==> src/rtl/trace_pkg.sv <==
package trace_pkg;

  // ------------------------------
  // widths
  // ------------------------------
  localparam int unsigned XLEN = 64;
  localparam int unsigned ILEN = 32;

  // cause bit that separates interrupts from synchronous exceptions
  localparam int unsigned CAUSE_IRQ_BIT = 63;

  // ------------------------------
  // privilege and trace mode
  // ------------------------------
  typedef enum logic [1:0] {
    PRIV_LVL_U = 2'd0,
    PRIV_LVL_S = 2'd1,
    PRIV_LVL_M = 2'd3
  } priv_lvl_t;

  typedef enum logic [1:0] {
    MODE_U = 2'd0,
    MODE_S = 2'd1,
    MODE_M = 2'd2,
    MODE_D = 2'd3
  } mode_t;

  // one retired instruction as seen on the trace bus
  typedef struct packed {
    logic [XLEN-1:0] pc;
    logic [ILEN-1:0] insn;
    mode_t           mode;
  } trace_entry_t;

  // ------------------------------
  // counter map
  // ------------------------------
  typedef logic [2:0] perf_addr_t;

  localparam perf_addr_t PERF_CYCLE     = 3'd0;
  localparam perf_addr_t PERF_INSTRET   = 3'd1;
  localparam perf_addr_t PERF_EXCEPTION = 3'd2;
  localparam perf_addr_t PERF_INTERRUPT = 3'd3;
  localparam perf_addr_t PERF_DROPPED   = 3'd4;

  // number of implemented counters, addresses above read as zero
  localparam int unsigned NR_PERF_COUNTERS = 5;

endpackage

==> src/rtl/commit_if.sv <==
interface commit_if import trace_pkg::*; ();

  // one-cycle event strobes, at most one is high per cycle
  logic         retire;
  logic         exception;
  logic         interrupt;
  // only meaningful together with retire
  trace_entry_t entry;

  modport src (
    output retire,
    output exception,
    output interrupt,
    output entry
  );

  modport queue (
    input retire,
    input entry
  );

  modport count (
    input retire,
    input exception,
    input interrupt
  );

endinterface

==> src/rtl/commit_classify.sv <==
module commit_classify import trace_pkg::*; (
  input  logic            valid_i,
  input  logic            ex_valid_i,
  input  logic [XLEN-1:0] pc_i,
  input  logic [ILEN-1:0] insn_i,
  input  logic [XLEN-1:0] cause_i,
  input  priv_lvl_t       priv_lvl_i,
  input  logic            debug_mode_i,
  commit_if.src           commit_o
);

  mode_t mode;
  logic  is_irq;

  assign is_irq = cause_i[CAUSE_IRQ_BIT];

  // ------------------------------
  // event classification
  // ------------------------------
  assign commit_o.retire    = valid_i & ~ex_valid_i;
  assign commit_o.exception = valid_i & ex_valid_i & ~is_irq;
  assign commit_o.interrupt = valid_i & ex_valid_i & is_irq;

  // debug mode overrides the privilege level
  always_comb begin
    if (debug_mode_i) begin
      mode = MODE_D;
    end else begin
      case (priv_lvl_i)
        PRIV_LVL_M: mode = MODE_M;
        PRIV_LVL_S: mode = MODE_S;
        PRIV_LVL_U: mode = MODE_U;
        // reserved encoding, treat as least privileged
        default:    mode = MODE_U;
      endcase
    end
  end

  // entry is built every cycle, the queue only takes it on retire
  always_comb begin
    commit_o.entry      = '0;
    commit_o.entry.pc   = pc_i;
    commit_o.entry.insn = insn_i;
    commit_o.entry.mode = mode;
  end

endmodule

==> src/rtl/commit_trace.sv <==
module commit_trace import trace_pkg::*; #(
  parameter  int unsigned NrCommitPorts = 2,
  parameter  int unsigned QueueDepth    = 4,
  localparam int unsigned PortW = (NrCommitPorts > 1) ? $clog2(NrCommitPorts) : 1
) (
  input  logic                                clk_i,
  input  logic                                rst_ni,
  // commit ports
  input  logic [NrCommitPorts-1:0]            commit_valid_i,
  input  logic [NrCommitPorts-1:0]            commit_ex_valid_i,
  input  logic [NrCommitPorts-1:0][XLEN-1:0]  commit_pc_i,
  input  logic [NrCommitPorts-1:0][ILEN-1:0]  commit_insn_i,
  input  logic [NrCommitPorts-1:0][XLEN-1:0]  commit_cause_i,
  input  priv_lvl_t                           priv_lvl_i,
  input  logic                                debug_mode_i,
  // trace bus, always accepted
  output logic                                trace_valid_o,
  output logic [PortW-1:0]                    trace_port_o,
  output logic [XLEN-1:0]                     trace_pc_o,
  output logic [ILEN-1:0]                     trace_insn_o,
  output mode_t                               trace_mode_o,
  // counter access
  input  perf_addr_t                          perf_addr_i,
  input  logic                                perf_we_i,
  input  logic [XLEN-1:0]                     perf_wdata_i,
  output logic [XLEN-1:0]                     perf_rdata_o
);

  logic         [NrCommitPorts-1:0] pending;
  logic         [NrCommitPorts-1:0] pop;
  logic         [NrCommitPorts-1:0] drop;
  trace_entry_t [NrCommitPorts-1:0] head;
  trace_entry_t                     trace_entry;

  commit_if commit_bus [NrCommitPorts] ();

  // ------------------------------
  // per-port classify and queue
  // ------------------------------
  for (genvar i = 0; i < NrCommitPorts; i++) begin : gen_port
    commit_classify i_classify (
      .valid_i      ( commit_valid_i[i]    ),
      .ex_valid_i   ( commit_ex_valid_i[i] ),
      .pc_i         ( commit_pc_i[i]       ),
      .insn_i       ( commit_insn_i[i]     ),
      .cause_i      ( commit_cause_i[i]    ),
      .priv_lvl_i   ( priv_lvl_i           ),
      .debug_mode_i ( debug_mode_i         ),
      .commit_o     ( commit_bus[i]        )
    );

    trace_queue #(
      .QueueDepth ( QueueDepth )
    ) i_queue (
      .clk_i     ( clk_i         ),
      .rst_ni    ( rst_ni        ),
      .commit_i  ( commit_bus[i] ),
      .pop_i     ( pop[i]        ),
      .pending_o ( pending[i]    ),
      .head_o    ( head[i]       ),
      .drop_o    ( drop[i]       )
    );
  end

  // ------------------------------
  // shared trace bus
  // ------------------------------
  trace_arbiter #(
    .NrCommitPorts ( NrCommitPorts )
  ) i_arbiter (
    .clk_i         ( clk_i         ),
    .rst_ni        ( rst_ni        ),
    .pending_i     ( pending       ),
    .head_i        ( head          ),
    .pop_o         ( pop           ),
    .trace_valid_o ( trace_valid_o ),
    .trace_port_o  ( trace_port_o  ),
    .trace_entry_o ( trace_entry   )
  );

  assign trace_pc_o   = trace_entry.pc;
  assign trace_insn_o = trace_entry.insn;
  assign trace_mode_o = trace_entry.mode;

  // ------------------------------
  // counters
  // ------------------------------
  perf_counters #(
    .NrCommitPorts ( NrCommitPorts )
  ) i_perf_counters (
    .clk_i        ( clk_i        ),
    .rst_ni       ( rst_ni       ),
    .commit_i     ( commit_bus   ),
    .drop_i       ( drop         ),
    .perf_addr_i  ( perf_addr_i  ),
    .perf_we_i    ( perf_we_i    ),
    .perf_wdata_i ( perf_wdata_i ),
    .perf_rdata_o ( perf_rdata_o )
  );

endmodule

==> src/rtl/perf_counters.sv <==
module perf_counters import trace_pkg::*; #(
  parameter int unsigned NrCommitPorts = 2
) (
  input  logic                     clk_i,
  input  logic                     rst_ni,
  commit_if.count                  commit_i [NrCommitPorts],
  input  logic [NrCommitPorts-1:0] drop_i,
  input  perf_addr_t               perf_addr_i,
  input  logic                     perf_we_i,
  input  logic [XLEN-1:0]          perf_wdata_i,
  output logic [XLEN-1:0]          perf_rdata_o
);

  logic [NrCommitPorts-1:0] retire_vec;
  logic [NrCommitPorts-1:0] exception_vec;
  logic [NrCommitPorts-1:0] interrupt_vec;

  logic [XLEN-1:0] cnt_q [NR_PERF_COUNTERS];
  logic [XLEN-1:0] inc   [NR_PERF_COUNTERS];

  // ------------------------------
  // gather per-port events
  // ------------------------------
  for (genvar i = 0; i < NrCommitPorts; i++) begin : gen_events
    assign retire_vec[i]    = commit_i[i].retire;
    assign exception_vec[i] = commit_i[i].exception;
    assign interrupt_vec[i] = commit_i[i].interrupt;

    // a queue can only drop what its own port just retired
    assert property (@(posedge clk_i) disable iff (!rst_ni) drop_i[i] |-> retire_vec[i])
      else $error("perf_counters: drop without retire on port %0d", i);
  end

  // events per cycle, one per raising port
  always_comb begin
    inc[PERF_CYCLE]     = XLEN'(1);
    inc[PERF_INSTRET]   = XLEN'($countones(retire_vec));
    inc[PERF_EXCEPTION] = XLEN'($countones(exception_vec));
    inc[PERF_INTERRUPT] = XLEN'($countones(interrupt_vec));
    inc[PERF_DROPPED]   = XLEN'($countones(drop_i));
  end

  // software write wins over the increment of the same cycle
  always_ff @(posedge clk_i or negedge rst_ni) begin
    if (!rst_ni) begin
      for (int i = 0; i < NR_PERF_COUNTERS; i++) begin
        cnt_q[i] <= '0;
      end
    end else begin
      for (int i = 0; i < NR_PERF_COUNTERS; i++) begin
        if (perf_we_i && perf_addr_i == perf_addr_t'(i)) begin
          cnt_q[i] <= perf_wdata_i;
        end else begin
          cnt_q[i] <= cnt_q[i] + inc[i];
        end
      end
    end
  end

  // ------------------------------
  // read port
  // ------------------------------
  always_comb begin
    case (perf_addr_i)
      PERF_CYCLE:     perf_rdata_o = cnt_q[PERF_CYCLE];
      PERF_INSTRET:   perf_rdata_o = cnt_q[PERF_INSTRET];
      PERF_EXCEPTION: perf_rdata_o = cnt_q[PERF_EXCEPTION];
      PERF_INTERRUPT: perf_rdata_o = cnt_q[PERF_INTERRUPT];
      PERF_DROPPED:   perf_rdata_o = cnt_q[PERF_DROPPED];
      // unmapped
      default:        perf_rdata_o = '0;
    endcase
  end

endmodule

==> src/rtl/trace_arbiter.sv <==
module trace_arbiter import trace_pkg::*; #(
  parameter  int unsigned NrCommitPorts = 2,
  localparam int unsigned PortW = (NrCommitPorts > 1) ? $clog2(NrCommitPorts) : 1
) (
  input  logic                                   clk_i,
  input  logic                                   rst_ni,
  input  logic         [NrCommitPorts-1:0]       pending_i,
  input  trace_entry_t [NrCommitPorts-1:0]       head_i,
  output logic         [NrCommitPorts-1:0]       pop_o,
  output logic                                   trace_valid_o,
  output logic         [PortW-1:0]               trace_port_o,
  output trace_entry_t                           trace_entry_o
);

  logic [PortW-1:0] ptr_q;
  logic [PortW-1:0] gnt_idx;
  logic             gnt_found;

  // ------------------------------
  // round-robin search
  // ------------------------------
  // first pending port at or after the pointer, wrapping around
  always_comb begin
    int unsigned idx;
    gnt_found = 1'b0;
    gnt_idx   = '0;
    for (int unsigned off = 0; off < NrCommitPorts; off++) begin
      idx = (int'(ptr_q) + off) % NrCommitPorts;
      if (!gnt_found && pending_i[idx]) begin
        gnt_found = 1'b1;
        gnt_idx   = PortW'(idx);
      end
    end
  end

  // output is always consumed, so the grant pops directly
  always_comb begin
    pop_o = '0;
    if (gnt_found) begin
      pop_o[gnt_idx] = 1'b1;
    end
  end

  assign trace_valid_o = gnt_found;
  assign trace_port_o  = gnt_idx;
  assign trace_entry_o = head_i[gnt_idx];

  // pointer moves past the port that just won
  always_ff @(posedge clk_i or negedge rst_ni) begin
    if (!rst_ni) begin
      ptr_q <= '0;
    end else if (gnt_found) begin
      ptr_q <= (gnt_idx == PortW'(NrCommitPorts - 1)) ? '0 : gnt_idx + 1'b1;
    end
  end

  assert property (@(posedge clk_i) disable iff (!rst_ni) $onehot0(pop_o))
    else $error("trace_arbiter: more than one queue popped");

endmodule

==> src/rtl/trace_queue.sv <==
module trace_queue import trace_pkg::*; #(
  parameter int unsigned QueueDepth = 4
) (
  input  logic         clk_i,
  input  logic         rst_ni,
  commit_if.queue      commit_i,
  input  logic         pop_i,
  output logic         pending_o,
  output trace_entry_t head_o,
  output logic         drop_o
);

  localparam int unsigned PtrW = (QueueDepth > 1) ? $clog2(QueueDepth) : 1;
  localparam int unsigned CntW = $clog2(QueueDepth + 1);

  trace_entry_t    mem_q [QueueDepth];
  logic [PtrW-1:0] wr_ptr_q, rd_ptr_q;
  logic [CntW-1:0] count_q;
  logic            full;
  logic            push;

  assign full      = (count_q == CntW'(QueueDepth));
  assign pending_o = (count_q != '0);
  assign head_o    = mem_q[rd_ptr_q];

  // a pop frees the head slot in the same cycle, so a full queue still accepts
  assign push   = commit_i.retire & (~full | pop_i);
  assign drop_o = commit_i.retire & full & ~pop_i;

  // ------------------------------
  // pointers and fill count
  // ------------------------------
  always_ff @(posedge clk_i or negedge rst_ni) begin
    if (!rst_ni) begin
      wr_ptr_q <= '0;
      rd_ptr_q <= '0;
      count_q  <= '0;
    end else begin
      if (push) begin
        wr_ptr_q <= (wr_ptr_q == PtrW'(QueueDepth - 1)) ? '0 : wr_ptr_q + 1'b1;
      end
      if (pop_i) begin
        rd_ptr_q <= (rd_ptr_q == PtrW'(QueueDepth - 1)) ? '0 : rd_ptr_q + 1'b1;
      end
      case ({push, pop_i})
        2'b10:   count_q <= count_q + 1'b1;
        2'b01:   count_q <= count_q - 1'b1;
        default: count_q <= count_q;
      endcase
    end
  end

  // storage
  always_ff @(posedge clk_i) begin
    if (push) begin
      mem_q[wr_ptr_q] <= commit_i.entry;
    end
  end

  // ------------------------------
  // checks
  // ------------------------------
  // the arbiter must only pop a queue that reported pending
  assert property (@(posedge clk_i) disable iff (!rst_ni) pop_i |-> pending_o)
    else $error("trace_queue: pop while empty");

  assert property (@(posedge clk_i) disable iff (!rst_ni) count_q <= CntW'(QueueDepth))
    else $error("trace_queue: fill count above depth");

endmodule

==> config.mk <==
export PLATFORM = sky130hd
export DESIGN_NAME = commit_trace
export DESIGN_NICKNAME = d
export VERILOG_FILES = /design/src/rtl/trace_pkg.sv /design/src/rtl/commit_if.sv /design/src/rtl/commit_classify.sv /design/src/rtl/commit_trace.sv /design/src/rtl/perf_counters.sv /design/src/rtl/trace_arbiter.sv /design/src/rtl/trace_queue.sv
export SDC_FILE = /design/constraint.sdc
export NUM_CORES = 2
export LEC_CHECK = 0
export ABC_AREA = 1
export BUFFER_PORTS_ARGS = -buffer_cell sky130_fd_sc_hd__buf_2
export CORE_MARGIN = 4
export CORE_UTILIZATION = 40
export CTS_CLUSTER_SIZE = 28
export DETAILED_ROUTE_END_ITERATION = 6
export GPL_TIMING_DRIVEN = 0
export PLACE_DENSITY_LB_ADDON = 0.12
export RECOVER_POWER = 100
export SLEW_MARGIN = 20
export SYNTH_ARGS = -nofsm -noshare
export SYNTH_HDL_FRONTEND = slang
export SYNTH_SLANG_ARGS = --single-unit
==> constraint.sdc <==
create_clock -name clk_i -period 5.2 [get_ports clk_i]
set_input_delay 0.52 -clock clk_i [delete_from_list [all_inputs] [get_ports clk_i]]
set_output_delay 0.52 -clock clk_i [all_outputs]
set_load 0.02 [all_outputs]
==> metrics <==
register area share after synthesis 57.9%; commonest cells after routing, fill and taps aside nand2_1, nor2_1, edfxtp_1; Worst Hold Class in2reg; vias in the first global route 47,500; Pwr per Cell Area between 400 and 500 mW/mm^2; area delta synth->final 18.9%; CTS tree done; Worst Tran Pin Value between 2 and 2.5 ns; hold endpoint i_perf_counters.cnt_q[303]$_DFF_PN0_; Hold Path Stages 3; syn_area_per_cell a little under 9 sq um; DRC viols 7; I/O pins 561; via count 49,400; Critical Path RT around 4.7 ns; Post-CTS Resized 0; Final Net Count 7,536; fillers about 14,000; Clock H-tree levels 4; crit path DAT 4.33 ns; Post-synth EDFFs between 700 and 800; Via-to-Cell Ratio around 5.5; clock skew 0.0446 ns; met2 Use GR between 50% and 60%; most common cell after layout, fill and taps aside nand2_1; Reg clk slew, reported paths 0.06 ns; share of layout cells above drive strength 1 under 10%; fmax between 200 and 250 MHz; M3 GR Usage around 8.5%; Synth Flop Type edfxtp_1; worst-skew pair later-pin latency 0.78 ns; Wirelength per Cell about 28 um; Static Leak between 0.02 and 0.03 uW; Hold Crit Start perf_wdata_i[47]; dpl ws between 0.8 and 0.9 ns; setup_tns 0 ns; Mapped Nets approximately 6,700; die width 379 um; CP Class in2out; CTS Root Cell clkbuf_16; DRT Wirelength ~250,000 um; GRT Overall Usage about a third; post-synthesis register bit count about 1,100; RSZ-0062 raised after global routing false; antenna-violating nets left 0; Final Hold Violating Endpoints 0; die area around 0.14 sq mm; Syn Inst Count 6,302; max-cap violations 11; initial core utilization between 40% and 50%; PortBufs between 400 and 500; Final period util a little over 90%; Tmin final between 4 and 5 ns; Max Transition Viols Final about 310; pin count of the biggest net entering global routing slightly below 90; Ys Warns 0; FP Rows 136; grt total ovfl 0; R2R setup slack around 0.64 ns; grt peak-use layer met2; DRT iter0 DRCs 4,479; Slew HR -63.7%; synthesized area between 0.05 and 0.06 sq mm; fin util 47.7%; crit end category output port; RR Endpoint gen_port[0].i_queue.mem_q[3][45]$_DFFE_PP_; Die Span Y approximately 380 um; CTS Buf Count between 100 and 150; initial antenna violation count 31; gpl congestion roughly 1.1; M1 GR Usage about 41%; clk sinks around 1,100; Worst Setup Slack, final about 0.35 ns; RR Startpoint gen_port[1].i_queue.count_q[0]$_DFFE_PN0P_; worst ir drop on vdd between 0.3 and 0.4 mV; Worst Reg-to-Reg Cells 9; placed wire-length estimate 187,000 um; ys async rst share between 20% and 30%; core region area about 0.14 sq mm; CTS max path bufs 3; Setup Viol. Count Final 0; first-pass GRT wire length between 300,000 and 400,000 um; crit path launch type input pin; Pre-antenna DRT Iters 7; failing checks DRC, capacitance limit, slew limit; post-synthesis cell type count 44; worst-path fanout max 10; status finished, violations left
through the flow:
stage	total power, uW	hold slack (ns)	std cells	cell area, sq um
floorplan	18500	0.224	6302	55200
global placement	23700	0.462	8530	59600
detailed placement	23800	0.360	8573	60600
CTS	33000	0.0329	9005	66700
global route	34100	0.0742	9018	65500
finish	32600	0.100	9032	65600
cell families (layout without fill, tap and decap cells):
group | count (synthesis) | after routing | synth area share, %
AOI/OAI and AO/OA | 821 | 821 | 9.25
xor gates and xnor gates | 154 | 154 | 2.45
adders and majority gates | 29 | 29 | 0.739
buffers and inverters | 613 | 1522 | 4.47
DFF | 1119 | 1119 | 57.9
other | 0 | 27 | 0
and+or+nand+nor | 3566 | 3566 | 25.2
worst max-delay path: stages:
cell and delay, ns:
clkbuf_1 0.24, inv_1 0.10, nor3_1 1.16, clkinv_1 0.26
buf_2 0.30, clkbuf_1 0.32, o21ai_0 0.51, a21oi_1 0.37
o221ai_1 0.25, clkbuf_1 0.27
per-layer routing:
metal / routed length, um / vias to the layer above
li1: - / 22700
met4: 22100 / 8
met2: 112000 / 2312
met3: 21100 / 668
met1: 94600 / 23800
met5: 47 / -
synth_stat cells, types with 7 or more instances:
cell      instances  area share (%)
nand2_1        1997              14
nor2_1         1296             8.8
edfxtp_1        784              43
o21ai_0         457             4.1
inv_1           351             2.4
dfrtp_1         335              15
o32ai_1         196             3.1
nand3_1         171             1.6
clkbuf_1        139            0.95
xor2_1          103             1.6
buf_2            80            0.73
xnor2_1          51            0.81
a21oi_1          50            0.45
o221ai_1         31            0.49
and2_1           29            0.33
nand4_1          29            0.33
o22ai_1          26            0.29
ha_1             23            0.52
o21ai_1          21            0.19
buf_1            16            0.11
buf_4            15            0.20
nor3_1           12            0.11
nor2_2           11            0.12
inv_2            10           0.068
a221oi_1          7            0.11
a31oi_1           7           0.079
nor2_4            7            0.14
o211ai_1          7           0.095
registers in the layout, indices dropped and copies added, names as in the netlist:
| signal | flops |
|---|---|
| gen_port.i_queue.rd_ptr_q | 4 |
| gen_port.i_queue.count_q | 6 |
| i_perf_counters.cnt_q | 320 |
| gen_port.i_queue.wr_ptr_q | 4 |
| gen_port.i_queue.mem_q | 784 |
| i_arbiter.ptr_q | 1 |
where the power goes:
part           switching [uW]  internal [uW]  total, uW
logic                    8440           3000      11400
clock network            3900           5180       9080
registers                1160          10900      12000
total                   13500          19100      32600
area by class of cell:
class | count | area, sq um | share of cell area (%)
multi-input combinational | 4570 | 20700 | 31.6
timing repair buffer | 674 | 4010 | 6.11
clock inverter | 58 | 572 | 0.872
buffer | 251 | 1070 | 1.63
antenna | 27 | 67.6 | 0.103
inverter | 362 | 1360 | 2.07
clock buffer | 177 | 3620 | 5.51
tap | 1794 | 2240 | 3.42
sequential | 1119 | 31900 | 48.7
worst max-delay path by stage:
stage / startpoint / endpoint / slack (ns) / cells past startpoint
after floorplan: gen_port[1].i_queue.count_q[0]$_DFFE_PN0P_ / gen_port[0].i_queue.mem_q[0][0]$_DFFE_PP_ / -0.43 / 6
final: perf_addr_i[1] / perf_rdata_o[48] / 0.35 / 10
after global placement: commit_valid_i[0] / gen_port[0].i_queue.mem_q[0][42]$_DFFE_PP_ / -5.60 / 5
after detailed placement: commit_ex_valid_i[1] / i_perf_counters.cnt_q[34]$_DFF_PN0_ / 0.90 / 16
after global routing: gen_port[0].i_queue.rd_ptr_q[0]$_DFFE_PN0P_ / trace_insn_o[11] / 0.40 / 10
after CTS: gen_port[1].i_queue.rd_ptr_q[0]$_DFFE_PN0P_ / trace_pc_o[54] / 0.80 / 10
repair_timing:
item	CTS	global route
buffers inserted	0	0
hold endpoints to repair	935	0
hold buffers	197	0
Note: power is estimated with default switching activity, not from simulation.
